===== config.mk =====
export PLATFORM = sky130hd
export DESIGN_NAME = alu
export DESIGN_NICKNAME = d
export VERILOG_FILES = /design/src/hdl/core_pkg.sv /design/src/hdl/alu.sv
export SDC_FILE = /design/constraint.sdc
export NUM_CORES = 2
export LEC_CHECK = 0
export BUFFER_PORTS_ARGS = -buffer_cell sky130_fd_sc_hd__clkbuf_2
export CELL_PAD_IN_SITES_DETAIL_PLACEMENT = 0
export CELL_PAD_IN_SITES_GLOBAL_PLACEMENT = 1
export CORE_ASPECT_RATIO = 1.2
export CORE_UTILIZATION = 45
export DETAILED_ROUTE_END_ITERATION = 10
export GPL_ROUTABILITY_DRIVEN = 1
export PLACE_DENSITY_LB_ADDON = 0.1
export SLEW_MARGIN = 25
export SYNTH_ARGS = -nofsm -noshare
export SYNTH_HDL_FRONTEND = slang
export SYNTH_SLANG_ARGS = --single-unit
export TNS_END_PERCENT = 30

===== constraint.sdc =====
create_clock -name clk -period 13.9 [get_ports clk]
set_clock_uncertainty 0.1 [all_clocks]
set_input_delay 0.695 -clock clk [delete_from_list [all_inputs] [get_ports clk]]
set_output_delay 0.695 -clock clk [all_outputs]
set_load 0.02 [all_outputs]

===== src/hdl/core_pkg.sv =====
package core_pkg;

  localparam int xlen        = 64;  // integer register and address width
  localparam int inst_width  = 32;
  localparam int line_bytes  = 64;
  localparam int line_bits   = line_bytes * 8;
  localparam int line_beats  = 8;   // 64-bit bus beats per cache line
  localparam int offset_bits = $clog2(line_bytes);

  // request tag: read flag, memory target nibble, zero low byte
  localparam logic [12:0] bus_tag_read = 13'b1_0001_0000_0000;

  // major opcodes, inst[6:0]
  typedef enum logic [6:0] {
    op_lui   = 7'b0110111,
    op_auipc = 7'b0010111,
    op_imm   = 7'b0010011,
    op_reg   = 7'b0110011,
    op_jal   = 7'b1101111
  } major_op_t;

  typedef enum logic [3:0] {
    alu_add,
    alu_sub,
    alu_sll,
    alu_slt,
    alu_sltu,
    alu_xor,
    alu_srl,
    alu_sra,
    alu_or,
    alu_and,
    alu_lui,    // result is the U immediate
    alu_auipc,  // pc + U immediate
    alu_jal,    // link value, pc + 4
    alu_nop     // unsupported word, no write
  } alu_op_t;

endpackage

===== src/hdl/alu.sv =====
`timescale 1ns/1ps
module alu (
  input  logic clk,
  input  logic reset,
  input  logic dec_valid,
  input  logic [core_pkg::xlen-1:0] dec_a,
  input  logic [core_pkg::xlen-1:0] dec_b,
  input  logic [core_pkg::xlen-1:0] dec_imm,
  input  core_pkg::alu_op_t dec_op,
  input  logic dec_use_imm,
  input  logic [4:0] dec_rd,
  input  logic dec_we,
  input  logic [core_pkg::xlen-1:0] dec_pc,
  input  logic [core_pkg::inst_width-1:0] dec_inst,
  output logic ex_valid,
  output logic [core_pkg::xlen-1:0] ex_result,
  output logic [4:0] ex_rd,
  output logic ex_we,
  output logic [core_pkg::xlen-1:0] ex_next_pc,
  output logic [core_pkg::xlen-1:0] ex_pc,
  output logic [core_pkg::inst_width-1:0] ex_inst
);

  logic [core_pkg::xlen-1:0] b, result, next_pc;
  logic [5:0] shamt;

  assign b       = dec_use_imm ? dec_imm : dec_b;   // I-type forms take the immediate
  assign shamt   = b[5:0];
  assign next_pc = (dec_op == core_pkg::alu_jal) ? dec_pc + dec_imm : dec_pc + 64'd4;

  always_comb begin
    case (dec_op)
      core_pkg::alu_add:   result = dec_a + b;
      core_pkg::alu_sub:   result = dec_a - b;
      core_pkg::alu_sll:   result = dec_a << shamt;
      core_pkg::alu_slt:   result = {63'b0, $signed(dec_a) < $signed(b)};
      core_pkg::alu_sltu:  result = {63'b0, dec_a < b};
      core_pkg::alu_xor:   result = dec_a ^ b;
      core_pkg::alu_srl:   result = dec_a >> shamt;
      core_pkg::alu_sra:   result = $signed(dec_a) >>> shamt;
      core_pkg::alu_or:    result = dec_a | b;
      core_pkg::alu_and:   result = dec_a & b;
      core_pkg::alu_lui:   result = dec_imm;
      core_pkg::alu_auipc: result = dec_pc + dec_imm;
      core_pkg::alu_jal:   result = dec_pc + 64'd4;   // link address
      default:             result = '0;
    endcase
  end

  always_ff @(posedge clk) begin
    if (reset) ex_valid <= 1'b0;
    else       ex_valid <= dec_valid;
  end

  always_ff @(posedge clk) begin
    if (dec_valid) begin
      ex_result  <= result;
      ex_rd      <= dec_rd;
      ex_we      <= dec_we;
      ex_next_pc <= next_pc;
      ex_pc      <= dec_pc;
      ex_inst    <= dec_inst;
    end
  end

endmodule


Word level (Yosys, flattened, before mapping). Index checks and enable logic that the tools add are counted.

Bits in registers: 231. Input bits: 302. Output and inout bits: 231. Logic and storage cells: 35.

Add/subtract/negate cells: 4. Magnitude comparators: 2. Eq/ne operators: 12. Shift-type cells: 3. Multiplexer cells: 3. Bitwise gates (word level): 3. Reduce and logical (&&, ||, !) cells: 1.

Operators by type and width (number): 64-bit case mux with 13 select lines (1); 64-bit adder (2); 64-bit less-than comparator (2); 64-bit 2-to-1 mux (2); 64-bit by 3-bit adder with 64-bit output (second input constant) (1); 64-bit AND (1); 64-bit OR (1); 64-bit by 6-bit << shifter with 64-bit output (1); 64-bit by 6-bit right shift with 64-bit output (1); 64-bit by 6-bit >>> shifter with 64-bit output (1); 64-bit subtractor (1); 64-bit XOR (1); 4-bit == test (second input constant) (5); 4-bit by 3-bit == test with 1-bit output (second input constant) (4); 4-bit by 2-bit == test with 1-bit output (second input constant) (2); 4-bit by 1-bit == test with 1-bit output (second input constant) (1); 4-bit logical NOT (1).

Depth between registers and ports, before layout.
Word-level depth: 3. Depth in mapped cells: 22. Mapped depth without buffers: 16.

Worst setup path before layout. Ideal clock, no wire load.

Path type: input port to flip-flop. Start: input dec_use_imm. End: register ex_result[58] in the netlist's numbering, data pin. Library setup time: 0.276 ns. Arrival: 5.213 ns. Required time: 13.524 ns. Slack: 8.311 ns. Cell stages on the path: 20. Buffers on the path: 7. Cells stage by stage: buf_6 -> buf_4 -> mux2i_4 -> clkbuf_1 -> buf_2 -> buf_1 -> clkbuf_1 -> ha_1 -> buf_2 -> o211ai_1 -> a21oi_1 -> o22ai_2 -> nor3_1 -> o41a_1 -> a31o_2 -> a31o_1 -> a41o_1 -> mux2i_1 -> a2111oi_0 -> nand3_1.

Word-level cells in the longest chain between the ends: 3. Elaborated cells on any way between the ends: 10. Those cells by class: add/sub (2); shift (3); mux (2); bitwise (3).

Ends and longest elaborated chain: start: declaration (line alu.sv:10) `input logic dec_use_imm,`; 64-bit 2-to-1 mux * (line alu.sv:27) `assign b = dec_use_imm ? dec_imm : dec_b;`; 64-bit subtractor, or another cell as far along (line alu.sv:34) `core_pkg::alu_sub: result = dec_a - b;`; 64-bit case mux with 13 select lines * (line alu.sv:32) `case (dec_op)`; net result, one bit (line alu.sv:24) `logic [core_pkg::xlen-1:0] b, result, next_pc;`; end signal: assignment (line alu.sv:57) `ex_result <= result;`; end: declaration (line alu.sv:16) `output logic [core_pkg::xlen-1:0] ex_result,`.

The timed path passes the listed nets; every way through them passes the cells marked *. A chain may end at the register's enable or synchronous reset.

Worst setup path in the final report.
Start: input dec_use_imm. End: register ex_result[60] in the netlist's numbering, data pin.

The elaborated chain is that of the path after synthesis.

==> flow_summary.json <==
{
  "cts_sinks": 231,
  "ys_flop_type": "edfxtp_1",
  "final_layout_size_suffix_gt1_share_pct": 16.4,
  "final_period_minus_worst_setup_slack_ns": 6.90,
  "fin_tns_setup_ns": 0,
  "slew_limit_fails": 0,
  "drt_iter0_markers": 6199,
  "detailed_routing_iterations_pass_1": 8,
  "place.port_buffers": 532,
  "worst_pin_slew_ns": 1.14,
  "clkTransAtPathRegs_ns": 0.07,
  "post_cts_buffers": 0,
  "hold_viol": 0,
  "wl_final_um": 206000,
  "core_region_area_um2": 76700,
  "worst_hold_path_type": "primary input to flop",
  "clock_tree.buffer_depth": 3,
  "antenna_left": 0,
  "layout.cells.most_common_list": "530 x clkbuf_2, 484 x nor2_1, 471 x a21oi_1",
  "hold_path_startpoint": "reset",
  "power_density_nw_per_um2": 92.9,
  "category_of_the_critical_setup_timing_path": "primary input to flop",
  "ctsRootBufferMaster": "clkbuf_16",
  "cts.hold.buffers_added": 0,
  "layout_worst_path_cycle_share_pct": 49.7,
  "yosys.cell_types.count": 101,
  "maxCapViolations": 0,
  "number_of_antenna_violations_at_the_first_check_in_global_routing": 11,
  "worst-path-max-fanout": 78,
  "syn-cell-area_um2": 34900,
  "required_ns": 14.16,
  "via_per_inst": 7.05,
  "cp-end-kind": "flop",
  "nets": 5462,
  "area_growth_pct": 12.3,
  "run_status": "completed",
  "detailroute.via_count": 41800,
  "floorplan.initialDensity_pct": 45.6,
  "synth_cells": 4576,
  "placementRows": 111,
  "die_area_um2": 78800,
  "cts_tree": "built",
  "synth_net_count": 5145,
  "maximum_number_of_pins_on_one_net_before_global_route_repair": 137,
  "layout.cells.most_common": "clkbuf_2",
  "ctsResizeCount": 0,
  "timing.hold.worst_endpoint": "ex_valid$_SDFF_PP0_",
  "critPathArrivalTime_ns": 7.16,
  "detail_route.wl_per_cell_um": 34.6,
  "irDropWorstVdd_mv": 0.117,
  "synth.avg_cell_area_um2": 7.64,
  "seq_area_frac_synth_pct": 19.8,
  "gp_routability_congestion": 1.12,
  "overflow": 0,
  "post-layout-total-power_w": 0.00365,
  "synth-edff-count": 230,
  "postSynth.asyncResetShare_pct": 0,
  "route.detailed.drc": 0,
  "track_usage_pct": 50.4,
  "cts_inserted_buffers": 28,
  "fmax_mhz": 145,
  "grt_pass1_wl_um": 289000,
  "ys_warn_count": 0,
  "power_leakage_nw": 16.5,
  "die_height_um": 307,
  "hold-path-cell-count": 2,
  "post_synthesis_sequential_element_count": 231,
  "max_slew_margin_pct": 23.3,
  "detailed_place_hpwl_um": 161000,
  "vias_in_the_first_global_route": 39600,
  "fp.dieW_um": 256,
  "final-setup-viol-count": 0,
  "grt_setup_unrepaired": "false",
  "timing.critical_path.from_type": "primary input",
  "io_pins": 533,
  "htree_levels": 1
}
power breakdown:
part / switching, W / internal, W
Combinational: 0.00137 / 0.000571
Clock: 0.000360 / 0.000453
Sequential: 0.0000304 / 0.000857
worst max-delay path, stage by stage:
cell and delay, ns:
buf_4 0.54, mux2i_4 0.33, buf_4 0.58, buf_4 0.83, inv_6 0.48, o211ai_1 0.38
o21ai_0 0.19, o21ai_0 0.50, mux2i_1 0.40, a221oi_1 0.61, o2111ai_1 0.59, a21oi_1 0.74
o2111ai_1 0.22
stage by stage:
step	utilization (%)	instances	instance area, um2	hold WS [ns]	setup slack (ns)
after floorplan	-	4576	34900	0.667	8.31
after global placement	49.8	5878	38200	0.752	6.74
after detailed placement	49.8	5878	38200	0.755	6.68
after CTS	51.0	5927	39100	0.0814	7.36
after global routing	51.1	5929	39200	0.114	6.95
final	51.2	5937	39200	0.107	7.00
area by class of cell:
class	instances	area (um2)
tap	1017	1270
inverter	224	853
clock inverter	19	254
timing repair buffer	610	3290
sequential	231	6930
fill	7822	37400
antenna	8	20.0
clock buffer	30	718
multi-input combinational	3798	25900
kinds of logic after synthesis:
logic type / synth area share [%]
muxes: 12.3
AOI/OAI and AO/OA: 29.1
DFF: 19.8
and+or+nand+nor: 18.9
adders and majority gates: 9.63
xor gates and xnor gates: 3.71
buffers and inverters: 6.57
cells in the mapped netlist (all sizes together), types with 14 or more instances:
cell | instances | area [um2]
nand2b | 24 | 150
nand2 | 450 | 1690
nor4 | 38 | 244
a221o | 26 | 260
o21a | 23 | 173
inv | 220 | 833
a31oi | 41 | 257
o211ai | 91 | 693
nand4 | 86 | 538
mux4 | 37 | 833
a21o | 56 | 420
edfxtp | 230 | 6910
mux2i | 312 | 3210
o31ai | 33 | 248
nor2 | 488 | 1830
ha | 264 | 3300
o21bai | 54 | 405
o221ai | 47 | 412
a21oi | 477 | 2400
mux2 | 21 | 236
and3 | 42 | 263
nor3 | 93 | 470
a221oi | 65 | 588
a2111oi | 15 | 144
nor2b | 26 | 163
a22oi | 53 | 398
xor2 | 54 | 473
clkbuf | 186 | 698
nand3 | 117 | 586
a211oi | 76 | 586
o22ai | 43 | 275
buf | 137 | 748
and2 | 21 | 131
xnor2 | 94 | 823
o2111ai | 23 | 201
o21ai | 306 | 1540
or3 | 19 | 119
or4 | 14 | 105
layer usage:
metal	part of all wire (%)	vias up	track usage [%]
met1	34	19700	55.5
met3	11	1018	14.6
met5	0.042	-	0.185
li1	-	17900	-
met2	44	3230	78.6
met4	11	8	46.0
how the worst max path moves through the flow:
stage / start / to / slack [ns]
floorplan: dec_use_imm / ex_result[58]$_DFFE_PP_ / 8.31
CTS: dec_use_imm / ex_result[59]$_DFFE_PP_ / 7.36
global route: dec_use_imm / ex_result[59]$_DFFE_PP_ / 6.95
detailed placement: dec_use_imm / ex_result[59]$_DFFE_PP_ / 6.68
global placement: dec_use_imm / ex_result[59]$_DFFE_PP_ / 6.74
finish: dec_use_imm / ex_result[60]$_DFFE_PP_ / 7.00
state kept, by name (all words and copies together) (netlist names):
name,flops
ex_result,64
ex_valid,1
ex_inst,32
ex_rd,5
ex_next_pc,64
ex_we,1
ex_pc,64
Power figures use the tool's default switching activity.
