$ cat config.mk
export PLATFORM = sky130hd
export DESIGN_NAME = writeback
export DESIGN_NICKNAME = d
export VERILOG_FILES = /design/src/hdl/core_pkg.sv /design/src/hdl/writeback.sv
export SDC_FILE = /design/constraint.sdc
export NUM_CORES = 1
export LEC_CHECK = 0
export ABC_AREA = 1
export ABC_CLOCK_PERIOD_IN_PS = 3390
export BUFFER_PORTS_ARGS = -buffer_cell sky130_fd_sc_hd__buf_2
export CAP_MARGIN = 20
export CORE_AREA = 2 2 236 238
export CTS_BUF_LIST = sky130_fd_sc_hd__clkbuf_8
export DETAILED_ROUTE_END_ITERATION = 10
export DIE_AREA = 0 0 238 240
export GPL_TIMING_DRIVEN = 1
export PLACE_DENSITY = 0.49
export SYNTH_ARGS = -nofsm -noshare
export SYNTH_HDL_FRONTEND = slang
export SYNTH_SLANG_ARGS = --single-unit
$ cat constraint.sdc
create_clock -name clk -period 3.39 [get_ports clk]
set_clock_uncertainty 0.15 [all_clocks]
set_input_delay 0.339 -clock clk [delete_from_list [all_inputs] [get_ports clk]]
set_output_delay 0.339 -clock clk [all_outputs]
set_load 0.1 [all_outputs]
$ cat src/hdl/core_pkg.sv
package core_pkg;

  localparam int xlen        = 64;  // integer register and address width
  localparam int inst_width  = 32;
  localparam int line_bytes  = 64;
  localparam int line_bits   = line_bytes * 8;
  localparam int line_beats  = 8;   // 64-bit bus beats per cache line
  localparam int offset_bits = $clog2(line_bytes);

  // request tag: read flag, memory target nibble, zero low byte
  localparam logic [12:0] bus_tag_read = 13'b1_0001_0000_0000;

  // major opcodes, inst[6:0]
  typedef enum logic [6:0] {
    op_lui   = 7'b0110111,
    op_auipc = 7'b0010111,
    op_imm   = 7'b0010011,
    op_reg   = 7'b0110011,
    op_jal   = 7'b1101111
  } major_op_t;

  typedef enum logic [3:0] {
    alu_add,
    alu_sub,
    alu_sll,
    alu_slt,
    alu_sltu,
    alu_xor,
    alu_srl,
    alu_sra,
    alu_or,
    alu_and,
    alu_lui,    // result is the U immediate
    alu_auipc,  // pc + U immediate
    alu_jal,    // link value, pc + 4
    alu_nop     // unsupported word, no write
  } alu_op_t;

endpackage
$ cat src/hdl/writeback.sv
`timescale 1ns/1ps
module writeback (
  input  logic clk,
  input  logic reset,
  input  logic [core_pkg::xlen-1:0] entry,
  input  logic ex_valid,
  input  logic [core_pkg::xlen-1:0] ex_result,
  input  logic [4:0] ex_rd,
  input  logic ex_we,
  input  logic [core_pkg::xlen-1:0] ex_next_pc,
  input  logic [core_pkg::xlen-1:0] ex_pc,
  input  logic [core_pkg::inst_width-1:0] ex_inst,
  output logic wb_we,
  output logic [4:0] wb_rd,
  output logic [core_pkg::xlen-1:0] wb_data,
  output logic fetch_req,
  output logic [core_pkg::xlen-1:0] fetch_pc,
  output logic retire_valid,
  output logic [core_pkg::xlen-1:0] retire_pc,
  output logic [core_pkg::inst_width-1:0] retire_inst,
  output logic [4:0] retire_rd,
  output logic retire_we,
  output logic [core_pkg::xlen-1:0] retire_data
);

  logic [core_pkg::xlen-1:0] pc;
  logic in_flight;                    // fetched, not yet through execute

  assign fetch_pc = pc;               // pc already holds the committed next pc
  assign wb_we    = retire_valid & retire_we;
  assign wb_rd    = retire_rd;
  assign wb_data  = retire_data;

  always_ff @(posedge clk) begin
    if (reset) begin
      pc           <= entry;
      fetch_req    <= 1'b1;           // first fetch goes out as reset drops
      retire_valid <= 1'b0;
      in_flight    <= 1'b0;
    end else begin
      fetch_req    <= ex_valid;
      retire_valid <= ex_valid;
      in_flight    <= fetch_req | (in_flight & ~ex_valid);
      if (ex_valid) pc <= ex_next_pc;
    end
  end

  always_ff @(posedge clk) begin
    if (ex_valid) begin
      retire_pc   <= ex_pc;
      retire_inst <= ex_inst;
      retire_rd   <= ex_rd;
      retire_we   <= ex_we;
      retire_data <= ex_result;
    end
  end

  a_one_in_flight: assert property (@(posedge clk) disable iff (reset)
    fetch_req |-> !in_flight);

  a_ex_has_fetch: assert property (@(posedge clk) disable iff (reset)
    ex_valid |-> in_flight);

endmodule

[Yosys cells after proc, flatten, opt, wreduce, memory -nomap -nowiden]
Cells that the tools add are included.
Operators by class
  multiplexer cells: 2
  bitwise logic cells: 1
  reductions and logical operators: 1
Operator list (count)
  64-bit 2-to-1 mux: 2
  2-bit nonzero test: 1
  1-bit bitwise AND: 1
Word-level totals
  word-level logic and storage cells: 12
  output and inout bits: 302
  input port bits: 297
  bits in registers: 232

[Logic depth before layout (Yosys ltp)]
Gate-level depths: netlist (run 1).
  word-level depth: 2
  mapped depth: 5
  depth with buffers taken out: 3

[Least setup slack after synthesis (run 1)]
No wires, ideal clock.
  path type: input port to flip-flop
  start point: in reset
  end point: reg pc, in the netlist fetch_pc[0] (enable)
  data required time: 2.816 ns
  buffers on the path: 2
  library setup time: 0.424 ns
  arrival time: 2.030 ns
  stages: 4
  path slack: 0.786 ns
  cell sequence: inv_2 buf_4 buf_6 nand2_1
Between the ends
  cells in the longest elaborated chain, start to end: 1
Ends and longest elaborated chain
  start: declaration: RTL line writeback.sv:4  | input logic reset,
  2-bit nonzero test (no source line)
  end signal: assignment: RTL line writeback.sv:36  | pc <= entry;
  end signal: assignment: RTL line writeback.sv:44  | if (ex_valid) pc <= ex_next_pc;
  end: declaration: RTL line writeback.sv:26  | logic [core_pkg::xlen-1:0] pc;
No other way between the ends.
A chain may end at the register's enable or synchronous reset.

[Worst setup path after layout (run 1)]
  start point: reg retire_data[61] in the netlist's numbering
  end point: out wb_data[61] in the netlist's numbering
RTL lines
  start: declaration: RTL line writeback.sv:23  | output logic [core_pkg::xlen-1:0] retire_data
  start signal: assignment: RTL line writeback.sv:54  | retire_data <= ex_result;
  end: declaration: RTL line writeback.sv:15  | output logic [core_pkg::xlen-1:0] wb_data,
No word-level cell between the ends.

==> results of run 1 <==
-- cell usage in the layout (no fill, tap or decap), drive strengths merged --
cell	count
clkinvlp	4
bufinv	1
nand2	195
dfxtp	2
nor2	1
clkbuf	45
buf	603
dlygate4sd3	295
clkinv	21
diode	2
inv	14
edfxtp	230
-- power groups by stage --
stage / logic [uW] / registers (uW) / clock network [uW]
2_1_floorplan: 666 / 5390 / 0
5_1_grt: 3390 / 3570 / 2880
3_5_place_dp: 3020 / 3600 / 0
6_report: 3310 / 3540 / 2640
3_3_place_gp: 3020 / 3590 / 0
4_1_cts: 3320 / 3550 / 2770
-- timing repair --
item                                   4_1_cts  5_1_grt
setup buffers                                0        0
endpoints found under the hold margin      236        0
resized for setup                            0        0
hold buffers                               295        0
-- how the worst min path moves through the flow --
stage | to | slack [ns] | cells after the start
finish | retire_valid | 0.26 | 3
global placement | retire_data[6] | 0.37 | 1
global route | retire_valid | 0.21 | 3
detailed placement | retire_pc[12] | 0.37 | 1
floorplan | retire_data[0] | 0.29 | 0
CTS | retire_valid | 0.16 | 3
-- Yosys cell counts --
cell type / number
buf_2: 1
buf_4: 76
buf_6: 4
clkbuf_1: 2
dfxtp_1: 2
edfxtp_1: 230
inv_1: 2
inv_2: 1
nand2_1: 195
nor2_1: 1
-- per-stage QoR --
stage | worst slack [ns] | hold slack [ns] | cell area [um2]
2_1_floorplan | 0.786 | 0.288 | 8320
3_3_place_gp | 1.60 | 0.366 | 11600
3_5_place_dp | 1.58 | 0.367 | 11600
4_1_cts | 1.29 | 0.161 | 15400
5_1_grt | 1.30 | 0.214 | 15400
6_report | 1.37 | 0.261 | 15400
-- routing by layer --
| metal | routed length (um) | part of all wire, % | GRT usage (%) | up-vias |
|---|---|---|---|---|
| met1 | 13200 | 35 | 12.1 | 3532 |
| li1 | - | - | - | 3452 |
| met5 | 55 | 0.14 | 0 | - |
| met2 | 18700 | 49 | 21.9 | 488 |
| met3 | 3450 | 9.1 | 4.54 | 102 |
| met4 | 2580 | 6.8 | 8.62 | 10 |
-- tightest hold or removal path, cell delays in order --
cell    delay [ns]
buf_2         0.11
buf_4         0.32
nor2_1        0.17
-- registers in the layout, summed over array words and instances, names as in the netlist --
register and cells:
retire_pc 64, retire_inst 32, retire_we 1, retire_rd 5, fetch_pc 64, retire_data 64
retire_valid 1, fetch_req 1
-- logic make-up (layout without fill, tap and decap cells) --
group / Yosys count / count (layout)
buffers and inverters: 86 / 983
AND/OR/NAND/NOR: 196 / 196
other: 0 / 2
flip-flops: 232 / 232
-- area by class of cell --
class                   instances  area [um2]  area share [%]
repair buffers                898        6010            39.0
flip-flops and latches        232        6950            45.1
clock buffers                  45         619            4.02
well taps                     704         881            5.71
diodes                          2        5.00          0.0325
clock inverters                37         201            1.31
multi-input cells             196         738            4.79
inverters                       3        11.3          0.0730
==> results.sh, run 1 <==
export IMPL_fillers=5635
export IMPL_worstHoldStart="reset"
export IMPL_ys_seq_area_share_pct=83.5
export IMPL_slew_violations=0
export IMPL_first_global_vias=7827
export IMPL_synth_area_per_cell_um2=16.2
export IMPL_nets=1673
export IMPL_pwr_share_clk_pct=27.8
export IMPL_hold_viol=0
export IMPL_initial_utilization_pct=15.2
export IMPL_fin_crit_sh_pct=59.5
export IMPL_synthDistinctLibCells=10
export IMPL_yosysTopAreaCell="edfxtp_1"
export IMPL_p_sw_uw=4120
export IMPL_io_buffer_count=598
export IMPL_clk_pin_slew_ns=0.06
export IMPL_critPathLaunchType="flip-flop"
export IMPL_syn_to_final_growth_pct=85.3
export IMPL_required_ns=2.90
export IMPL_synth_area_top_cells="edfxtp_1 83%, nand2_1 8.8%, buf_4 6.9%, buf_6 0.54%, dfxtp_1 0.48%"
export IMPL_yosysTopAreaCellShare_pct=83.0
export IMPL_vias=7584
export IMPL_tightest_slew_ns=0.939
export IMPL_cts_buffer_depth=3
export IMPL_ios=599
export IMPL_drc=0
export IMPL_cts_tree="yes"
export IMPL_layoutNonFillerInstCount=2117
export IMPL_status="complete, no violations"
export IMPL_ys_ff_latch=232
export IMPL_synth_nets=811
export IMPL_cpPeakStageDelay_ns=0.52
export IMPL_setup_tns_ns=0
export IMPL_ir_worst_vdd_mv=0.267
export IMPL_worstPathArrival_ns=1.53
export IMPL_synth_fa_ha_area_share_pct=0
export IMPL_die_h_um=240
export IMPL_setup_viol=0
export IMPL_crit_path_top_delay_cell="buf_2"
export IMPL_utilization_pct=28.2
export IMPL_hpwl_um=27900
export IMPL_synth_top_family_by_area="simple AND/OR/NAND/NOR gates"
export IMPL_cts_sinks=232
export IMPL_cp_depth=1
export IMPL_drt_wl_total_um=37900
export IMPL_coreArea_mm2=0.0547
export IMPL_min_period_ns=2.02
export IMPL_drv_cap=0
export IMPL_grt_usage_pct=12.4
export IMPL_dieArea_mm2=0.0571
export IMPL_cts_made_buffers=45
export IMPL_hold_class="input port to flip-flop"
export IMPL_routedWlPerCell_um=17.9
export IMPL_endpoint="wb_data[61]"
export IMPL_max_freq_mhz=495
export IMPL_power_frac_seq_pct=37.3
export IMPL_rows=86
export IMPL_crit_chain="buf_2"
export IMPL_max_slew_margin_pct=37.4
export IMPL_critPathBufInv=1
export IMPL_dieWidth_um=238
export IMPL_synthCells=514
export IMPL_cp_startpoint="retire_data[61]"
export IMPL_synth_simple_area_share_pct=8.84
export IMPL_finalPower_uw=9490
export IMPL_cts_root_buf="clkbuf_8"
export IMPL_synth_compound_area_share_pct=0
export IMPL_muxShareOfSynthArea_pct=0
export IMPL_first_pass_iters=6
export IMPL_criticalPathCategory="flip-flop to primary output"
export IMPL_total_leakage_power_uw=0.00699
export IMPL_routabilityCongestion=0.833
export IMPL_rsz0062_at_grt="no"
export IMPL_synth_area_mm2=0.00832
export IMPL_overflow=0
export IMPL_critPathMaxFanout=2
export IMPL_p_per_area_mw_per_mm2=616
export IMPL_critPathCaptureType="primary output"
export IMPL_grt_pass1_wl_um=50600
export IMPL_combPwrFrac_pct=34.9
export IMPL_ant_nets=0
export IMPL_drt_iter0_drc=271
export IMPL_placed_cells=1738
export IMPL_synth_warning_count=0
export IMPL_crit_family="buffers and inverters"
export IMPL_switching_share_pct=43.4
export IMPL_p_int_uw=5370
export IMPL_drive_gt1_share_pct=47.2
export IMPL_htreeDepth=2
export IMPL_antenna_found_initial=8
export IMPL_grt_max_degree=91
export IMPL_via_per_inst=3.58
export IMPL_synth_xor_area_share_pct=0
No activity file was read; power rests on OpenSTA's default activity.
==> run 2, diff against run 1 <==
Settings changed: ABC_CLOCK_PERIOD_IN_PS 3390 to 1700, CORE_AREA 2 2 236 238 to 2 2 234 236, DIE_AREA 0 0 238 240 to 0 0 236 238, PLACE_DENSITY 0.49 to 0.51.
Clock period 3.39 ns to 1.7 ns, I/O delays scaled along.
==> run 2 against run 1 <==
Utilization rose by 2.5 points; sequential share of layout area fell by 2.7 points; power rose by 100%; clock power rose by 91%; combinational power rose by 110%; sequential power rose by 100%; design area rose by 6.5%; largest power group unchanged; die area fell by 1.7%; first-iteration DRC count rose by 18%; critical endpoint is now wb_we; largest cell class is now non-clock buffers; global-route usage rose by 0.49 points.
==> results.sh, run 2 (synthesized netlist as in run 1, its figures left out) <==
export IMPL_place_ws_ns=0.311
export IMPL_first_pass_iters=6
export IMPL_critPathMaxFanout=2
export IMPL_routedWlPerCell_um=18.3
export IMPL_drive_gt1_share_pct=46.8
export IMPL_io_buffer_count=598
export IMPL_drc=0
export IMPL_power_frac_seq_pct=37.1
export IMPL_p_per_area_mw_per_mm2=1170
export IMPL_final_cell_mix="306 x dlygate4sd3_1, 298 x buf_2, 278 x buf_4"
export IMPL_overflow=0
export IMPL_timing_final_ws_setup_ns=0.0430
export IMPL_rows=85
export IMPL_critPathCaptureType="primary output"
export IMPL_max_freq_mhz=603
export IMPL_critPathLaunchType="flip-flop"
export IMPL_pwr_share_clk_pct=26.3
export IMPL_syn_to_final_growth_pct=97.2
export IMPL_ios=599
export IMPL_htreeDepth=2
export IMPL_rsz0062_at_grt="yes"
export IMPL_drv_cap=0
export IMPL_worstHoldStart="reset"
export IMPL_cts_sinks=232
export IMPL_hold_viol=0
export IMPL_finalPower_uw=19200
export IMPL_routabilityCongestion=0.849
export IMPL_hpwl_um=28500
export IMPL_p_sw_uw=8150
export IMPL_cts_buffer_depth=3
export IMPL_tightest_slew_ns=0.486
export IMPL_required_ns=1.38
export IMPL_ir_worst_vdd_mv=0.476
export IMPL_fin_crit_sh_pct=97.5
export IMPL_ant_nets=0
export IMPL_cts_made_buffers=43
export IMPL_initial_utilization_pct=15.6
export IMPL_drt_iter0_drc=321
export IMPL_hold_class="input port to flip-flop"
export IMPL_combPwrFrac_pct=36.6
export IMPL_min_period_ns=1.66
export IMPL_grt_usage_pct=12.9
export IMPL_clk_pin_slew_ns=0.06
export IMPL_setup_viol=0
export IMPL_via_per_inst=3.58
export IMPL_cts_setup_buffers=0
export IMPL_grt_pass1_wl_um=52300
export IMPL_total_leakage_power_uw=0.00732
export IMPL_criticalPathCategory="flip-flop to primary output"
export IMPL_drt_wl_total_um=38700
export IMPL_cts_root_buf="clkbuf_8"
export IMPL_dieArea_mm2=0.0562
export IMPL_switching_share_pct=42.5
export IMPL_cts_tree="yes"
export IMPL_grt_max_degree=66
export IMPL_coreArea_mm2=0.0535
export IMPL_status="complete, no violations"
export IMPL_worstPathArrival_ns=1.34
export IMPL_min_to="retire_valid"
export IMPL_slew_violations=0
export IMPL_first_global_vias=7914
export IMPL_die_h_um=238
export IMPL_dieWidth_um=236
export IMPL_whs_path_depth=3
export IMPL_nets=1686
export IMPL_vias=7575
export IMPL_final_common_cell="dlygate4sd3_1"
export IMPL_p_int_uw=11000
export IMPL_max_slew_margin_pct=67.8
export IMPL_antenna_found_initial=5
## run 2: cell types whose count changed in the layout (fill, tap and decap cells not counted), sizes merged
| cell | delta |
|---|---|
| clkbuf | +3 |
| dlygate4sd3 | +11 |
| diode | -1 |
| clkinv | -5 |
## run 2: power groups by stage
stage / clock, uW / combinational, uW / sequential, uW
6_report: 5040 / 7020 / 7120
2_1_floorplan: 0 / 1330 / 10700
5_1_grt: 5560 / 7170 / 7170
4_1_cts: 5310 / 7010 / 7130
3_3_place_gp: 0 / 6030 / 7190
3_5_place_dp: 0 / 6030 / 7200
## run 2: per-layer routing
layer | vias to the layer above | wire (um) | track usage (%)
met5 | - | 35 | 0
met4 | 6 | 2150 | 6.45
met3 | 86 | 3520 | 4.64
met2 | 476 | 19500 | 23.7
met1 | 3534 | 13500 | 12.8
li1 | 3473 | - | -
## run 2: layout make-up
class	instances	area (um2)
diodes	1	2.50
clock buffers	44	606
clock inverters	32	171
fillers	5346	37100
inverters	3	17.5
multi-input cells	196	746
flip-flops and latches	232	6950
well taps	696	871
repair buffers	913	7050
## run 2: worst max path at each step
stage / startpoint / to / slack, ns / depth (start not counted)
floorplan: retire_we / wb_we / -0.06 / 2
global placement: reset / fetch_pc[12] / 0.32 / 4
detailed placement: reset / fetch_pc[4] / 0.31 / 4
CTS: retire_data[24] / retire_data[24] / -0.14 / 1
global route: retire_we / wb_we / -0.07 / 3
finish: retire_we / wb_we / 0.04 / 3
## run 2: repair_timing
| action | CTS | global route |
|---|---|---|
| hold buffers | 306 | 1 |
| gates resized for setup | 307 | 13 |
| endpoints found under the setup margin | 293 | 67 |
| endpoints found under the hold margin | 269 | 6 |
## run 2: per-stage QoR
stage	TNS (ns)	hold slack (ns)	instance area [um2]	utilization, %	instances
2_1_floorplan	-0.0608	0.119	8340	-	514
3_3_place_gp	0	0.198	11700	22.0	1734
3_5_place_dp	0	0.198	11700	22.0	1734
4_1_cts	-2.24	0.0701	16400	30.6	2116
5_1_grt	-0.0769	0.0254	16400	30.7	2116
6_report	0	0.0370	16400	30.7	2117
## run 2: critical path, stage by stage, from the launching register on
cell and delay [ns]:
edfxtp_1 0.40, nand2_2 0.10, clkinvlp_4 0.08, buf_6 0.18
==> run 3, diff against run 2 <==
Settings changed: ABC_AREA 1 to unset.
==> run 3 against run 2 <==
Worst setup slack improved by 0.019 ns; power increased by 2.0%; synthesized cell count decreased by 27%; sequential cell count unchanged; utilization increased by 0.21 points.
==> results.sh, run 3 <==
export IMPL_status="complete, no violations"
export IMPL_cts_buffer_depth=3
export IMPL_hold_class="input port to flip-flop"
export IMPL_first_pass_iters=4
export IMPL_criticalPathCategory="flip-flop to primary output"
export IMPL_max_slew_margin_pct=63.9
export IMPL_fillers=5240
export IMPL_clk_pin_slew_ns=0.06
export IMPL_synth_edf_count=230
export IMPL_whs_path_depth=2
export IMPL_total_leakage_power_uw=0.00710
export IMPL_drt_iter0_drc=222
export IMPL_io_buffer_count=598
export IMPL_min_to="retire_pc[55]"
export IMPL_slew_violations=0
export IMPL_setup_viol=0
export IMPL_critPathCaptureType="primary output"
export IMPL_cts_sinks=232
export IMPL_cts_tree="yes"
export IMPL_required_ns=1.38
export IMPL_first_global_vias=7639
export IMPL_final_common_cell="buf_2"
export IMPL_routabilityCongestion=0.767
export IMPL_yosysTopAreaCellShare_pct=82.8
export IMPL_placed_cells=1606
export IMPL_grt_usage_pct=12.1
export IMPL_ys_seq_area_share_pct=83.2
export IMPL_holdWs_ns=0.155
export IMPL_synth_area_top_cells="edfxtp_1 83%, buf_4 6.2%, mux2_2 5.0%, mux2_4 3.6%, mux2_1 0.94%"
export IMPL_synthCells=376
export IMPL_p_per_area_mw_per_mm2=1180
export IMPL_ios=599
export IMPL_max_freq_mhz=611
export IMPL_final_area_mm2=0.0165
export IMPL_drt_wl_total_um=35800
export IMPL_drive_gt1_share_pct=56.6
export IMPL_drc=0
export IMPL_ys_ff_latch=232
export IMPL_grt_pass1_wl_um=49300
export IMPL_routedWlPerCell_um=18.1
export IMPL_critPathLaunchType="flip-flop"
export IMPL_initial_utilization_pct=15.6
export IMPL_ant_nets=0
export IMPL_htreeDepth=2
export IMPL_grt_max_degree=88
export IMPL_fin_crit_sh_pct=96.3
export IMPL_die_h_um=238
export IMPL_ir_worst_vdd_mv=0.652
export IMPL_worstHoldStart="ex_pc[55]"
export IMPL_final_cell_mix="300 x buf_2, 297 x dlygate4sd3_1, 259 x buf_4"
export IMPL_drv_cap=0
export IMPL_multi_input_area_um2=826
export IMPL_synth_nets=673
export IMPL_synth_warning_count=0
export IMPL_synth_ff_type="edfxtp_1"
export IMPL_layoutNonFillerInstCount=1981
export IMPL_overflow=0
export IMPL_synth_most_common_cell="edfxtp_1"
export IMPL_dieWidth_um=236
export IMPL_min_period_ns=1.64
export IMPL_via_per_inst=3.51
export IMPL_vias=6948
export IMPL_synth_area_mm2=0.00835
export IMPL_cts_made_buffers=43
export IMPL_async_reset_ff_share_pct=0
export IMPL_synthDistinctLibCells=11
export IMPL_hpwl_um=24800
export IMPL_critPathMaxFanout=2
export IMPL_cts_root_buf="clkbuf_8"
export IMPL_synth_area_per_cell_um2=22.2
export IMPL_rsz0062_at_grt="yes"
export IMPL_utilization_pct=30.9
export IMPL_setup_tns_ns=0
export IMPL_rows=85
export IMPL_yosysTopAreaCell="edfxtp_1"
export IMPL_coreArea_mm2=0.0535
export IMPL_dieArea_mm2=0.0562
export IMPL_worstPathArrival_ns=1.32
export IMPL_hold_viol=0
export IMPL_syn_to_final_growth_pct=98.0
export IMPL_seqCellArea_mm2=0.00695
export IMPL_tightest_slew_ns=0.541
export IMPL_antenna_found_initial=5
export IMPL_placement_cell_area_mm2=0.0118
export IMPL_synthTopCellsByCount="230 x edfxtp_1, 69 x buf_4, 37 x mux2_2"
export IMPL_nets=1551
-- run 3: cell count changes after synthesis --
cell and delta:
and2_1 +1, mux2_2 +37, nand2_1 -195, clkbuf_1 -2
or2_2 +2, mux2_4 +20, nor2_1 -1, buf_4 -7
mux2_1 +7, inv_2 -1, buf_2 +2, inv_1 -2
nor2b_1 +1
-- run 3: kinds of logic (layout without fill, tap and decap cells) --
| logic type | after synthesis | in the layout | synth area share [%] |
|---|---|---|---|
| flops | 232 | 232 | 83.2 |
| buf+inv | 76 | 982 | 6.93 |
| mux | 64 | 64 | 9.54 |
| simple gates | 4 | 4 | 0.300 |
| other cells | 0 | 3 | 0 |
-- run 3: worst max path at each step --
stage,from,to,slack (ns),depth (start not counted)
2_1_floorplan,retire_we,wb_we,-0.03,1
3_3_place_gp,reset,fetch_pc[57],0.26,3
3_5_place_dp,reset,fetch_pc[57],0.25,3
4_1_cts,retire_data[47],wb_data[47],-0.17,1
5_1_grt,retire_we,wb_we,-0.03,2
6_report,retire_we,wb_we,0.06,2
-- run 3: where the power goes --
part           internal, uW  switching (uW)
logic                  1690            5330
clock network          2960            2460
registers              6870             246
-- run 3: repair_timing --
action / CTS / global route
setup buffers: 2 / 0
resized for setup: 314 / 24
setup endpoints to repair: 285 / 23
hold endpoints to repair: 298 / 0
hold buffers: 297 / 0
-- run 3: final cells by class --
type                       instances  share of cell area, %
tap                              696                   5.27
sequential                       232                   42.0
timing repair buffer             909                   42.7
clock inverter                    30                   1.40
clock buffer                      43                   3.58
multi-input combinational         68                   5.00
antenna                            3                 0.0454
-- run 3: per-stage QoR --
step	power (uW)	setup WS, ns
final	19600	0.0624
after CTS	19800	-0.166
after global routing	20300	-0.0292
after floorplan	12100	-0.0261
after global placement	13200	0.261
after detailed placement	13200	0.253
-- run 3: critical path, cell delays in order, from the launching register on --
cell and delay, ns:
edfxtp_1 0.41, and2_4 0.17, buf_12 0.16
-- run 3: layer usage --
metal	routed length [um]	up-vias	share of wire, %	GRT usage, %
li1	-	3141	-	-
met1	12500	3306	35	11.9
met2	18700	444	52	22.6
met3	3560	53	9.9	5.00
met4	1030	4	2.9	4.28
met5	26	-	0.073	0
