### src/hdl/core_pkg.sv
package core_pkg;

  localparam int xlen        = 64;  // integer register and address width
  localparam int inst_width  = 32;
  localparam int line_bytes  = 64;
  localparam int line_bits   = line_bytes * 8;
  localparam int line_beats  = 8;   // 64-bit bus beats per cache line
  localparam int offset_bits = $clog2(line_bytes);

  // request tag: read flag, memory target nibble, zero low byte
  localparam logic [12:0] bus_tag_read = 13'b1_0001_0000_0000;

  // major opcodes, inst[6:0]
  typedef enum logic [6:0] {
    op_lui   = 7'b0110111,
    op_auipc = 7'b0010111,
    op_imm   = 7'b0010011,
    op_reg   = 7'b0110011,
    op_jal   = 7'b1101111
  } major_op_t;

  typedef enum logic [3:0] {
    alu_add,
    alu_sub,
    alu_sll,
    alu_slt,
    alu_sltu,
    alu_xor,
    alu_srl,
    alu_sra,
    alu_or,
    alu_and,
    alu_lui,    // result is the U immediate
    alu_auipc,  // pc + U immediate
    alu_jal,    // link value, pc + 4
    alu_nop     // unsupported word, no write
  } alu_op_t;

endpackage
### src/hdl/bus_controller.sv
`timescale 1ns/1ps
module bus_controller #(
  parameter int bus_tag_width  = 13,
  parameter int bus_data_width = 64
) (
  input  logic clk,
  input  logic reset,
  input  logic fill_req,                            // one-cycle strobe from icache
  input  logic [core_pkg::xlen-1:0] fill_addr,
  output logic fill_done,
  output logic [core_pkg::line_bits-1:0] fill_line,
  output logic bus_reqcyc,
  output logic bus_respack,
  output logic [bus_data_width-1:0] bus_req,
  output logic [bus_tag_width-1:0] bus_reqtag,
  input  logic bus_respcyc,
  input  logic bus_reqack,
  input  logic [bus_data_width-1:0] bus_resp,
  input  logic [bus_tag_width-1:0] bus_resptag
);

  typedef enum logic [1:0] {st_idle, st_request, st_collect} state_t;

  localparam int cnt_bits = $clog2(core_pkg::line_beats);
  localparam logic [cnt_bits-1:0] last_beat = cnt_bits'(core_pkg::line_beats - 1);

  state_t state;
  logic [cnt_bits-1:0] beat_cnt;                  // beats taken so far in this line
  logic [core_pkg::line_bits-1:0] line_buf;
  logic [bus_data_width-1:0] req_addr;
  logic beat;

  assign beat        = (state == st_collect) && bus_respcyc;  // never stall the responder
  assign bus_reqcyc  = (state == st_request);
  assign bus_respack = beat;                                   // ack in the beat's own cycle
  assign bus_req     = req_addr;
  assign bus_reqtag  = bus_tag_width'(core_pkg::bus_tag_read);
  assign fill_line   = line_buf;

  always_ff @(posedge clk) begin
    if (reset) begin
      state     <= st_idle;
      beat_cnt  <= '0;
      fill_done <= 1'b0;
    end else begin
      fill_done <= 1'b0;
      case (state)
        st_idle: if (fill_req) state <= st_request;       // request goes out next cycle
        st_request: begin
          beat_cnt <= '0;
          if (bus_reqack) state <= st_collect;            // reqcyc drops after the ack cycle
        end
        st_collect: if (beat) begin
          beat_cnt <= beat_cnt + 1'b1;
          if (beat_cnt == last_beat) begin
            state     <= st_idle;
            fill_done <= 1'b1;                            // line complete, strobe once
          end
        end
        default: state <= st_idle;
      endcase
    end
  end

  always_ff @(posedge clk) begin
    if (fill_req && state == st_idle)   // line-aligned address, held for the whole request
      req_addr <= bus_data_width'({fill_addr[core_pkg::xlen-1:core_pkg::offset_bits],
                                   {core_pkg::offset_bits{1'b0}}});
    if (beat)  // beats arrive in address order, first lands in the low word
      line_buf <= {bus_resp, line_buf[core_pkg::line_bits-1:bus_data_width]};
  end

  a_req_stable: assert property (@(posedge clk) disable iff (reset)
    bus_reqcyc && !bus_reqack |=> bus_reqcyc && $stable(bus_req) && $stable(bus_reqtag));

  a_fill_idle: assert property (@(posedge clk) disable iff (reset)
    fill_req |-> state == st_idle);

  // responder echoes the request tag on every beat
  a_resp_tag: assert property (@(posedge clk) disable iff (reset)
    bus_respack |-> bus_resptag == bus_reqtag);

endmodule

### config.mk
export PLATFORM = sky130hd
export DESIGN_NAME = bus_controller
export DESIGN_NICKNAME = d
export VERILOG_FILES = /design/src/hdl/core_pkg.sv /design/src/hdl/bus_controller.sv
export SDC_FILE = /design/constraint.sdc
export NUM_CORES = 1
export LEC_CHECK = 0
export BUFFER_PORTS_ARGS = -buffer_cell sky130_fd_sc_hd__buf_2
export CORE_AREA = 2 2 287 289
export CTS_CLUSTER_SIZE = 30
export DETAILED_ROUTE_END_ITERATION = 10
export DIE_AREA = 0 0 289 291
export PLACE_DENSITY_LB_ADDON = 0.1
export SLEW_MARGIN = 30
export SYNTH_ARGS = -nofsm -noshare
export SYNTH_HDL_FRONTEND = slang
export SYNTH_SLANG_ARGS = --single-unit
export TNS_END_PERCENT = 50
### constraint.sdc
create_clock -name clk -period 15.2 [get_ports clk]
set_clock_uncertainty 0.2 [all_clocks]
set_input_delay 3.04 -clock clk [delete_from_list [all_inputs] [get_ports clk]]
set_output_delay 3.04 -clock clk [all_outputs]
set_load 0.05 [all_outputs]
# --- Yosys cells after proc, flatten, opt, wreduce, memory -nomap -nowiden ---
# Cells that the tools add are included.
op_classes:
  n_div: 0
  addsub: 1
  shift: 0
  multipliers: 0
  mux: 8
  n_eq_ne: 7
  n_bitwise: 2
  n_reduce_logical: 7
  order_cmp: 0
op_table:
  columns: ["cell", "n"]
  rows:
  - ["$mux W2", 4]
  - ["$pmux W2 S3", 1]
  - ["$pmux W3 S2", 1]
  - ["$ne A2 B1 Y1 const B", 2]
  - ["$ne A2 B2 Y1 const B", 2]
  - ["$reduce_and A4 Y1", 1]
  - ["$add A3 B1 Y3 const B", 1]
  - ["$eq A3 B3 Y1 const B", 1]
  - ["$mux W3", 1]
  - ["$reduce_or A3 Y1", 1]
  - ["$eq A2 B1 Y1 const B", 1]
  - ["$eq A2 B2 Y1 const B", 1]
  - ["$logic_and A1 B1 Y1", 2]
  - ["$logic_not A2 Y1", 1]
  - ["$not A1 Y1", 2]
  - ["$reduce_and A2 Y1", 1]
  - ["$reduce_bool A2 Y1", 1]
  - ["$mux W1", 1]
totals:
  elab_cells: 30
  n_memories: 0
  output_inout_bits: 592
  ramBits: 0
  latch_bits: 0
  rom_bits: 0
  reg_bits: 576
  inputBits: 146

# --- Longest topological paths before layout ---
# Gate-level depths: netlist of the first run.
depth:
  ltp_word: 4
  mapped_depth: 5
  mapped_depth_nobuf: 5

# --- Worst setup path after synthesis of the first run ---
# Ideal clock, no wire load.
synth_timing:
  path_kind: "input -> output"
  startpoint: "in bus_respcyc"
  endpoint: "out bus_respack"
  arrival_ps: 9216
  path_slack_ps: 2744
  path_buffers: 0
  cell_stages: 1
  cell_sequence: "and2_2"
synth_between:
  elab_chain_cells: 1
synth_lines:
  columns: ["item", "line", "source"]
  rows:
  - ["start: declaration", "bus_controller.sv:16", "input logic bus_respcyc,"]
  - ["$logic_and A1 B1 Y1", "bus_controller.sv:33", "assign beat = (state == st_collect) && bus_respcyc;"]
  - ["end: declaration", "bus_controller.sv:13", "output logic bus_respack,"]
# Every way passes these cells.

# --- Worst setup path after layout of the first run ---
# Same ends and word-level chain as after synthesis.

==> results of run 1 <==
## worst max path at each step
stage	from	end	slack, ps	cells past startpoint
2_1_floorplan	bus_respcyc	bus_respack	2740	1
3_3_place_gp	bus_respcyc	bus_respack	7520	3
3_5_place_dp	bus_respcyc	bus_respack	7470	3
4_1_cts	bus_respcyc	bus_respack	7480	3
5_1_grt	bus_respcyc	bus_respack	7610	4
6_report	bus_respcyc	bus_respack	7710	4
## cells in the mapped netlist
cell      number  area [sq um]
and2_2         1          7.51
dfxtp_1        6           120
o211ai_1       3          22.5
edfxtp_1     570         17100
inv_1          1          3.75
a21oi_1        3          15.0
buf_4         19           143
nand2b_1       2          12.5
nor2b_1        1          6.26
and2b_1        1          7.51
nor2_1         3          11.3
a22oi_1        2          15.0
conb_1         2          7.51
nor2b_4        1          13.8
nor3b_1        1          7.51
nand2_1        1          3.75
a32oi_1        2          17.5
a211oi_1       1          7.51
ha_1           2          25.0
## through the flow
stage | worst slack (ps) | instances | power (mW)
floorplan | 2740 | 639 | 1.97
global placement | 7520 | 2395 | 2.02
detailed placement | 7470 | 2395 | 2.02
CTS | 7480 | 2517 | 3.60
global route | 7610 | 2521 | 3.67
finish | 7710 | 2521 | 3.53
## cells by family after synthesis
logic type | synth area share, %
fa+ha+maj | 0.142
simple gates | 0.399
other cells | 0.0428
buf+inv | 0.834
flops | 98.1
compound gates | 0.442
## power by group
part	total, mW	internal (mW)	switching, mW	leakage, nW
combinational	0.200	0.0346	0.165	2.94
sequential	1.79	1.78	0.0133	5.23
clock	1.54	0.877	0.660	1.02
## registers in the layout, indices dropped and copies added, names as in the netlist
name       flops
fill_done      1
fill_line    512
state          2
beat_cnt       3
bus_req       58
## worst register-to-register path, stage by stage, from the launching register on
cell and delay [ps]:
dfxtp_1 530, nor2b_4 290, and2_4 440, buf_4 760, buf_12 460, buf_16 440
## final cells by class
type / count / area share, %
antenna: 2 / 0.0204
clock buffer: 87 / 7.26
clock inverter: 35 / 1.34
inverter: 1 / 0.0153
multi-input combinational: 43 / 1.03
sequential: 576 / 70.2
tap: 1070 / 5.45
timing repair buffer: 707 / 14.7
## layer usage
metal / vias up / GRT usage [%]
li1: 4060 / -
met1: 4469 / 10.9
met2: 372 / 20.2
met3: 82 / 4.62
met4: 2 / 4.45
met5: - / 0
==> out/summary.txt, run 1 <==
Clk sinks = 576
Site row count = 105
Status = finished, final reports clean
Die height = 291 um
Area Overhead vs Synth = 39.9%
FF-to-FF Start = state[1]
CP most frequent cell = buf_2
Final ANT Viol Nets = 0
Vias after detailed routing = 8,985
Routed length on met1 = 16,000 um
Most frequent cells in the layout = 699 x buf_2, 570 x edfxtp_1, 68 x clkbuf_16
Resize count post-CTS = 0
Clock Path Buffers = 3
Final Cycle Share = 49.3%
Yosys cell types = 19
Storage cell area = 0.0172 sq mm
Grt total ovfl = 0
Initial drt markers = 551
CP Max Fanout = 38
Fin. max-slew vios = 0
# hold bufs at CTS = 0
R2R Setup Slk = 11,620 ps
Slowest cell on the critical path = and2_4
Fin nets = 1,545
Dpl hpwl = 35,300 um
Root Buffer = clkbuf_16
Critical hold path startpoint = fill_line[200]
Yosys reg bits = 576
Routability cong. = 0.826
Max frequency = 133 MHz
Mapped Avg Cell Area = 28.2 sq um
First-pass GRT wire length = 66,800 um
Core area = 0.0812 sq mm
Final Hold Fails = 0
Worst hold path endpoint = fill_line[136]
TritonRoute pass-1 iters = 4
R2R depth = 5
Yosys warnings = 0
CP delay by family, top = buffers and inverters
Clock Latency Late Sink = 610 ps
Sequential-to-total area share from yosys stat = 98.1%
GRT Overall Usage = 11.1%
Clock Pin Slew Worst Setup and Hold Paths = 60 ps
FILL cells = 8,141
H-Tree Depth = 3
Finished layout cell area = 0.0246 sq mm
Uppermost routed layer = met5
Ports = 738
Port Buffers = 699
Leakage power = 9.18 nW
WL met2 = 26,600 um
Clock buffer count from CTS = 68
Max IR drop VDD = 0.0862 mV
DIE WIDTH = 289 um
Worst R2R End = fill_line[32]
Hold depth = 0
Largest net degree at the start of global routing = 175
Mapped Cells = 622
Layout cells sized above 1 = 54.9%
Max_slew headroom = 37.7%
Met3 routed WL = 4630 um
PD cells = 144 mW/mm^2
WP data required = 11,960 ps
CP Launch Type = input pin
CP arrival = 4250 ps
Most common cell after layout, fill and taps aside = buf_2
Max-Cap Viols = 0
Post-Route WL = 48,600 um
Initial Util = 21.6%
Post CTS Setup Buffer Count = 0
Worst-Margin Slew = 934 ps
DRC = 0
Combined area of the multi-input logic cells = 253 sq um
Routed wire length per instance = 19.3 um
RSZ-0062 raised after global routing = no
Largest stage delay, worst path = 420 ps
Post-DP Area = 0.0224 sq mm
Synthesized cell area = 0.0176 sq mm
Setup TNS = 0 ps
Initial antenna violation count = 4
Setup CP Type = input pin to output port
Critical path capture point type = output port
Worst path cell trace = buf_2 > and2_4 > buf_16 > buf_2
CTS tree = yes
Buf/Inv on CP = 3
Via density = 3.56
Hold Slack = 224 ps
Minimum clock period after layout = 7490 ps
HP Class = flop to flop
Vias in the first global route = 9,221
Die ar. = 0.0841 sq mm
Final Util = 30.3%
Final setup fails = 0
No activity file was read; power rests on OpenSTA's default activity.
==> run 2: changes to the inputs <==
--- a/config.mk
+++ b/config.mk
@@ -6,10 +6,10 @@
 export NUM_CORES = 1
 export LEC_CHECK = 0
 export BUFFER_PORTS_ARGS = -buffer_cell sky130_fd_sc_hd__buf_2
-export CORE_AREA = 2 2 287 289
+export CORE_AREA = 2 2 283 285
 export CTS_CLUSTER_SIZE = 30
 export DETAILED_ROUTE_END_ITERATION = 10
-export DIE_AREA = 0 0 289 291
+export DIE_AREA = 0 0 285 287
 export PLACE_DENSITY_LB_ADDON = 0.1
 export SLEW_MARGIN = 30
 export SYNTH_ARGS = -nofsm -noshare
==> constraint.sdc (replaced) <==
create_clock -name clk -period 6.7 [get_ports clk]
set_clock_uncertainty 0.2 [all_clocks]
set_input_delay 1.34 -clock clk [delete_from_list [all_inputs] [get_ports clk]]
set_output_delay 1.34 -clock clk [all_outputs]
set_load 0.05 [all_outputs]
==> run 2 against run 1 <==
Effect of this change:
- die area shrank 2.7%
- cell count shrank 1.0%
- sequential share of layout area is essentially flat
- routed wire length shrank 0.99%
==> out/summary.txt, run 2 (same netlist as run 1, synthesis figures left out) <==
Site row count = 103 (was 105)
Port Buffers = 699 (unchanged)
Critical path capture point type = output port (unchanged)
Vias in the first global route = 9,463 (was 9,221)
Via density = 3.63 (was 3.56)
# hold bufs at CTS = 0 (unchanged)
GRT Overall Usage = 11.1% (about the same)
Layout cells sized above 1 = 55.3% (was 54.9%)
Fin. max-slew vios = 0 (unchanged)
Finished Layout Cells = 2,495 (was 2,521)
Root Buffer = clkbuf_16 (unchanged)
Worst-Margin Slew = 874 ps (was 934 ps)
CP delay by family, top = buffers and inverters (unchanged)
RSZ-0062 raised after global routing = no (unchanged)
Largest stage delay, worst path = 370 ps (was 420 ps)
Initial Util = 22.3% (was 21.6%)
Final setup fails = 0 (unchanged)
Post-Route WL = 48,100 um (was 48,600 um)
R2R Setup Slk = 3350 ps (was 11,620 ps)
FF-to-FF Start = state[1] (unchanged)
Core area = 0.0786 sq mm (was 0.0812 sq mm)
First-pass GRT wire length = 66,200 um (was 66,800 um)
Dpl hpwl = 34,900 um (was 35,300 um)
PD cells = 330 mW/mm^2 (was 144 mW/mm^2)
Fin nets = 1,542 (was 1,545)
Max frequency = 267 MHz
Post CTS Setup Buffer Count = 0 (unchanged)
Clk sinks = 576 (unchanged)
Clock Path Buffers = 3 (unchanged)
Leakage power = 9.20 nW (was 9.18 nW)
Ports = 738 (unchanged)
Worst setup path start = bus_respcyc (unchanged)
DIE WIDTH = 285 um (was 289 um)
Max IR drop VDD = 0.200 mV (was 0.0862 mV)
Critical hold path startpoint = fill_line[226] (was fill_line[200])
Clock buffer count from CTS = 67 (was 68)
Max_slew headroom = 41.8% (was 37.7%)
Largest register FFs = 512 (unchanged)
Routability cong. = 0.800 (was 0.826)
Largest net degree at the start of global routing = 179 (was 175)
Max-Cap Viols = 0 (unchanged)
Initial drt markers = 533 (was 551)
Die ar. = 0.0818 sq mm (was 0.0841 sq mm)
Setup TNS = 0 ps (unchanged)
DRC = 0 (unchanged)
Clock Pin Slew Worst Setup and Hold Paths = 60 ps (about the same)
CP most frequent cell = buf_2 (unchanged)
Most common cell after layout, fill and taps aside = buf_2 (unchanged)
Routed wire length per instance = 19.3 um (about the same)
CP arrival = 2200 ps (was 4250 ps)
Final Hold Fails = 0 (unchanged)
Buf/Inv on CP = 2 (was 3)
Setup CP Type = input pin to output port (unchanged)
DP Cell Count = 2,374 (was 2,395)
Most frequent cells in the layout = 699 x buf_2, 570 x edfxtp_1, 68 x clkbuf_16 (unchanged)
Final ANT Viol Nets = 0 (unchanged)
PnR worst setup slack = 2960 ps (was 7710 ps)
Worst path cell trace = buf_2 > and2_4 > buf_2 (was buf_2 > and2_4 > buf_16 > buf_2)
WP data required = 5160 ps (was 11,960 ps)
Vias after detailed routing = 9,048 (was 8,985)
Die height = 287 um (was 291 um)
DP Worst Slack = 2710 ps (was 7470 ps)
CP Max Fanout = 22 (was 38)
HP Class = flop to flop (unchanged)
CTS tree = yes (unchanged)
Status = finished, final reports clean (unchanged)
Area Overhead vs Synth = 39.9% (about the same)
Initial antenna violation count = 5 (was 4)
H-Tree Depth = 3 (unchanged)
Final Cycle Share = 55.9%
Resize count post-CTS = 0 (unchanged)
Clock Latency Late Sink = 600 ps (was 610 ps)
Grt total ovfl = 0 (unchanged)
TritonRoute pass-1 iters = 4 (unchanged)
CP Launch Type = input pin (unchanged)
Slowest cell on the critical path = and2_4 (unchanged)
Minimum clock period after layout = 3740 ps
## run 2: cell count changes in the layout (fill, tap and decap cells not counted), moves of 2 or more
cell,previous run,this run
clkinv_2,6,8
clkbuf_1,18,14
buf_6,2,0
inv_6,1,3
clkinv_1,18,15
buf_12,1,3
bufinv_16,2,6
clkinv_16,3,1
## run 2: routing by layer
metal | wire (um) | vias to the layer above | GRT usage, %
met3 | 5260 | 93 | 5.68
li1 | - | 4048 | -
met5 | 41 | - | 0
met1 | 16400 | 4468 | 11.2
met4 | 1400 | 6 | 4.29
met2 | 25100 | 433 | 19.4
## run 2: final timing paths
check              endpoint  depth (start not counted)
min reg2reg  fill_line[162]                          0
max reg2reg   fill_line[94]                          5
max             bus_respack                          3
min          fill_line[162]                          0
## run 2: metrics by stage
step | power, mW | utilization (%) | instance area, sq um | hold slack, ps
2_1_floorplan | 4.46 | - | 17600 | 275
3_3_place_gp | 4.59 | 28.5 | 22400 | 225
3_5_place_dp | 4.59 | 28.5 | 22400 | 227
4_1_cts | 8.26 | 31.2 | 24500 | 225
5_1_grt | 8.41 | 31.2 | 24600 | 235
6_report | 8.11 | 31.2 | 24600 | 219
## run 2: power by group
part | switching (mW) | internal [mW] | leakage (nW)
clock | 1.48 | 2.12 | 1.05
combinational | 0.374 | 0.0779 | 2.93
sequential | 0.0309 | 4.03 | 5.23
## run 2: worst register-to-register path: stages, from the launching register on
cell and delay, ps:
dfxtp_1 500, nor2b_4 280, and2_4 380, buf_4 560, buf_12 410, buf_16 460
## run 2: final cells by class
class	count	area (sq um)
antenna	1	2.50
inverter	1	3.75
tap	1050	1310
fill	7820	54000
clock buffer	82	1750
timing repair buffer	705	3600
clock inverter	37	400
multi-input combinational	43	253
sequential	576	17200
==> run 3: changes to the inputs <==
==> constraint.sdc (replaced) <==
create_clock -name clk -period 3.4 [get_ports clk]
set_clock_uncertainty 0.2 [all_clocks]
set_input_delay 0.68 -clock clk [delete_from_list [all_inputs] [get_ports clk]]
set_output_delay 0.68 -clock clk [all_outputs]
set_load 0.05 [all_outputs]
==> run 3 against run 2 <==
Effect of this change:
- clock power up 93%
- combinational power up 100%
- sequential share of layout area shrank 0.14 points
- via count decreased by 0.13%
- highest routed layer unchanged
- count of clock-buffer cells in the layout is 2 higher
- worst hold slack lost 160 ps
- register-to-register slack lost 2400 ps
- largest power group unchanged
- cell count up 0.40%
- first-iteration DRC count down 4.3%
- sequential cell count unchanged
- sequential power rose by 97%
- core utilization rose by 0.064 points
==> out/summary.txt, run 3 (same netlist as run 1, synthesis figures left out) <==
Status = finished, final reports clean (unchanged)
Post-DP Area = 0.0225 sq mm (was 0.0224 sq mm)
Layout cells sized above 1 = 55.4% (was 55.3%)
Root Buffer = clkbuf_16 (unchanged)
Clk sinks = 576 (unchanged)
GRT Overall Usage = 11.4% (was 11.1%)
WP data required = 2520 ps (was 5160 ps)
Largest net degree at the start of global routing = 135 (was 179)
Largest register FFs = 512 (unchanged)
# hold bufs at CTS = 0 (unchanged)
Final setup fails = 0 (unchanged)
Power Total = 15.8 mW (was 8.11 mW)
Site row count = 103 (unchanged)
Max-Cap Viols = 0 (unchanged)
H-Tree Depth = 3 (unchanged)
DRC = 0 (unchanged)
Via density = 3.61 (was 3.63)
Most common cell after layout, fill and taps aside = buf_2 (unchanged)
HP Class = input pin to flop (was flop to flop)
Uppermost routed layer = met5 (unchanged)
Final Cycle Share = 86.4%
Initial antenna violation count = 4 (was 5)
Met3 routed WL = 4930 um (was 5260 um)
First-pass GRT wire length = 67,800 um (was 66,200 um)
Setup CP Type = flop to output port (was input pin to output port)
CTS tree = yes (unchanged)
Finished layout cell area = 0.0246 sq mm (about the same)
Final Hold Fails = 0 (unchanged)
Minimum clock period after layout = 2940 ps
DP Worst Slack = 943 ps (was 2710 ps)
Final ANT Viol Nets = 0 (unchanged)
CP arrival = 2060 ps (was 2200 ps)
Routed length on met1 = 17,200 um (was 16,400 um)
Vias after detailed routing = 9,036 (was 9,048)
Resize count post-CTS = 0 (unchanged)
Port Buffers = 699 (unchanged)
CP Max Fanout = 14 (was 22)
Core area = 0.0786 sq mm (unchanged)
Worst-Margin Slew = 751 ps (was 874 ps)
Leakage power = 9.23 nW (was 9.20 nW)
Vias in the first global route = 9,541 (was 9,463)
Routability cong. = 0.791 (was 0.800)
Dpl hpwl = 35,800 um (was 34,900 um)
Setup TNS = 0 ps (unchanged)
WL met2 = 25,600 um (was 25,100 um)
TritonRoute pass-1 iters = 4 (unchanged)
Clock buffer count from CTS = 68 (was 67)
Clock Path Buffers = 3 (unchanged)
Die height = 287 um (unchanged)
Max frequency = 340 MHz
Die ar. = 0.0818 sq mm (unchanged)
DIE WIDTH = 285 um (unchanged)
Critical path capture point type = output port (unchanged)
Fin. max-slew vios = 0 (unchanged)
Most frequent cells in the layout = 699 x buf_2, 570 x edfxtp_1, 70 x clkbuf_16 (was 699 x buf_2, 570 x edfxtp_1, 68 x clkbuf_16)
Ports = 738 (unchanged)
Max_slew headroom = 49.9% (was 41.8%)
Clock Pin Slew Worst Setup and Hold Paths = 60 ps (about the same)
Routed wire length per instance = 19.6 um (was 19.3 um)
Max IR drop VDD = 0.351 mV (was 0.200 mV)
PD cells = 643 mW/mm^2 (was 330 mW/mm^2)
Area Overhead vs Synth = 40.2% (was 39.9%)
Grt total ovfl = 0 (unchanged)
Post-Route WL = 49,100 um (was 48,100 um)
Clock Latency Late Sink = 590 ps (was 600 ps)
Initial drt markers = 510 (was 533)
Fin nets = 1,551 (was 1,542)
PnR worst setup slack = 461 ps (was 2960 ps)
Post CTS Setup Buffer Count = 0 (unchanged)
CP Launch Type = flop (was input pin)
Initial Util = 22.3% (unchanged)
RSZ-0062 raised after global routing = no (unchanged)
## run 3: cell count changes in the layout (fill, tap and decap cells not counted), moves of 3 or more
cell / change
clkinv_8: +3
buf_12: +4
inv_16: -3
buf_4: +5
## run 3: worst max-delay path: stages (launching register included)
cell	delay (ps)
dfxtp_1	510
nor2b_4	280
and2_4	350
buf_2	340
## run 3: layout make-up
cell class / count / area (sq um)
fill: 7846 / 54000
timing repair buffer: 713 / 3690
tap: 1050 / 1310
sequential: 576 / 17200
clock buffer: 84 / 1800
clock inverter: 35 / 305
inverter: 1 / 3.75
multi-input combinational: 43 / 253
antenna: 3 / 7.51
## run 3: worst paths after layout
path	from	to	slack [ps]	cells past startpoint
worst max-delay path	state[1]	bus_respack	460	3
worst min-delay path	bus_resp[21]	fill_line[469]	60	1
worst max register to register	state[1]	fill_line[303]	1000	4
worst min register to register	fill_line[378]	fill_line[314]	220	0
## run 3: power by group
part	internal (mW)	leakage (nW)	switching [mW]	total (mW)
sequential	7.94	5.23	0.0616	8.00
combinational	0.162	2.98	0.744	0.906
clock	4.08	1.02	2.85	6.93
## run 3: per-stage QoR
step           cells  utilization [%]  hold slack [ps]
2_1_floorplan    639                -              275
3_3_place_gp    2383             28.6              225
3_5_place_dp    2383             28.6              227
4_1_cts         2502             31.3             5.08
5_1_grt         2502             31.3             22.1
6_report        2505             31.3             59.7
## run 3: metal layers
layer | global-route usage (%) | vias to the layer above
li1 | - | 4076
met1 | 11.9 | 4454
met2 | 20.0 | 419
met3 | 5.33 | 83
met4 | 4.19 | 4
met5 | 0 | -
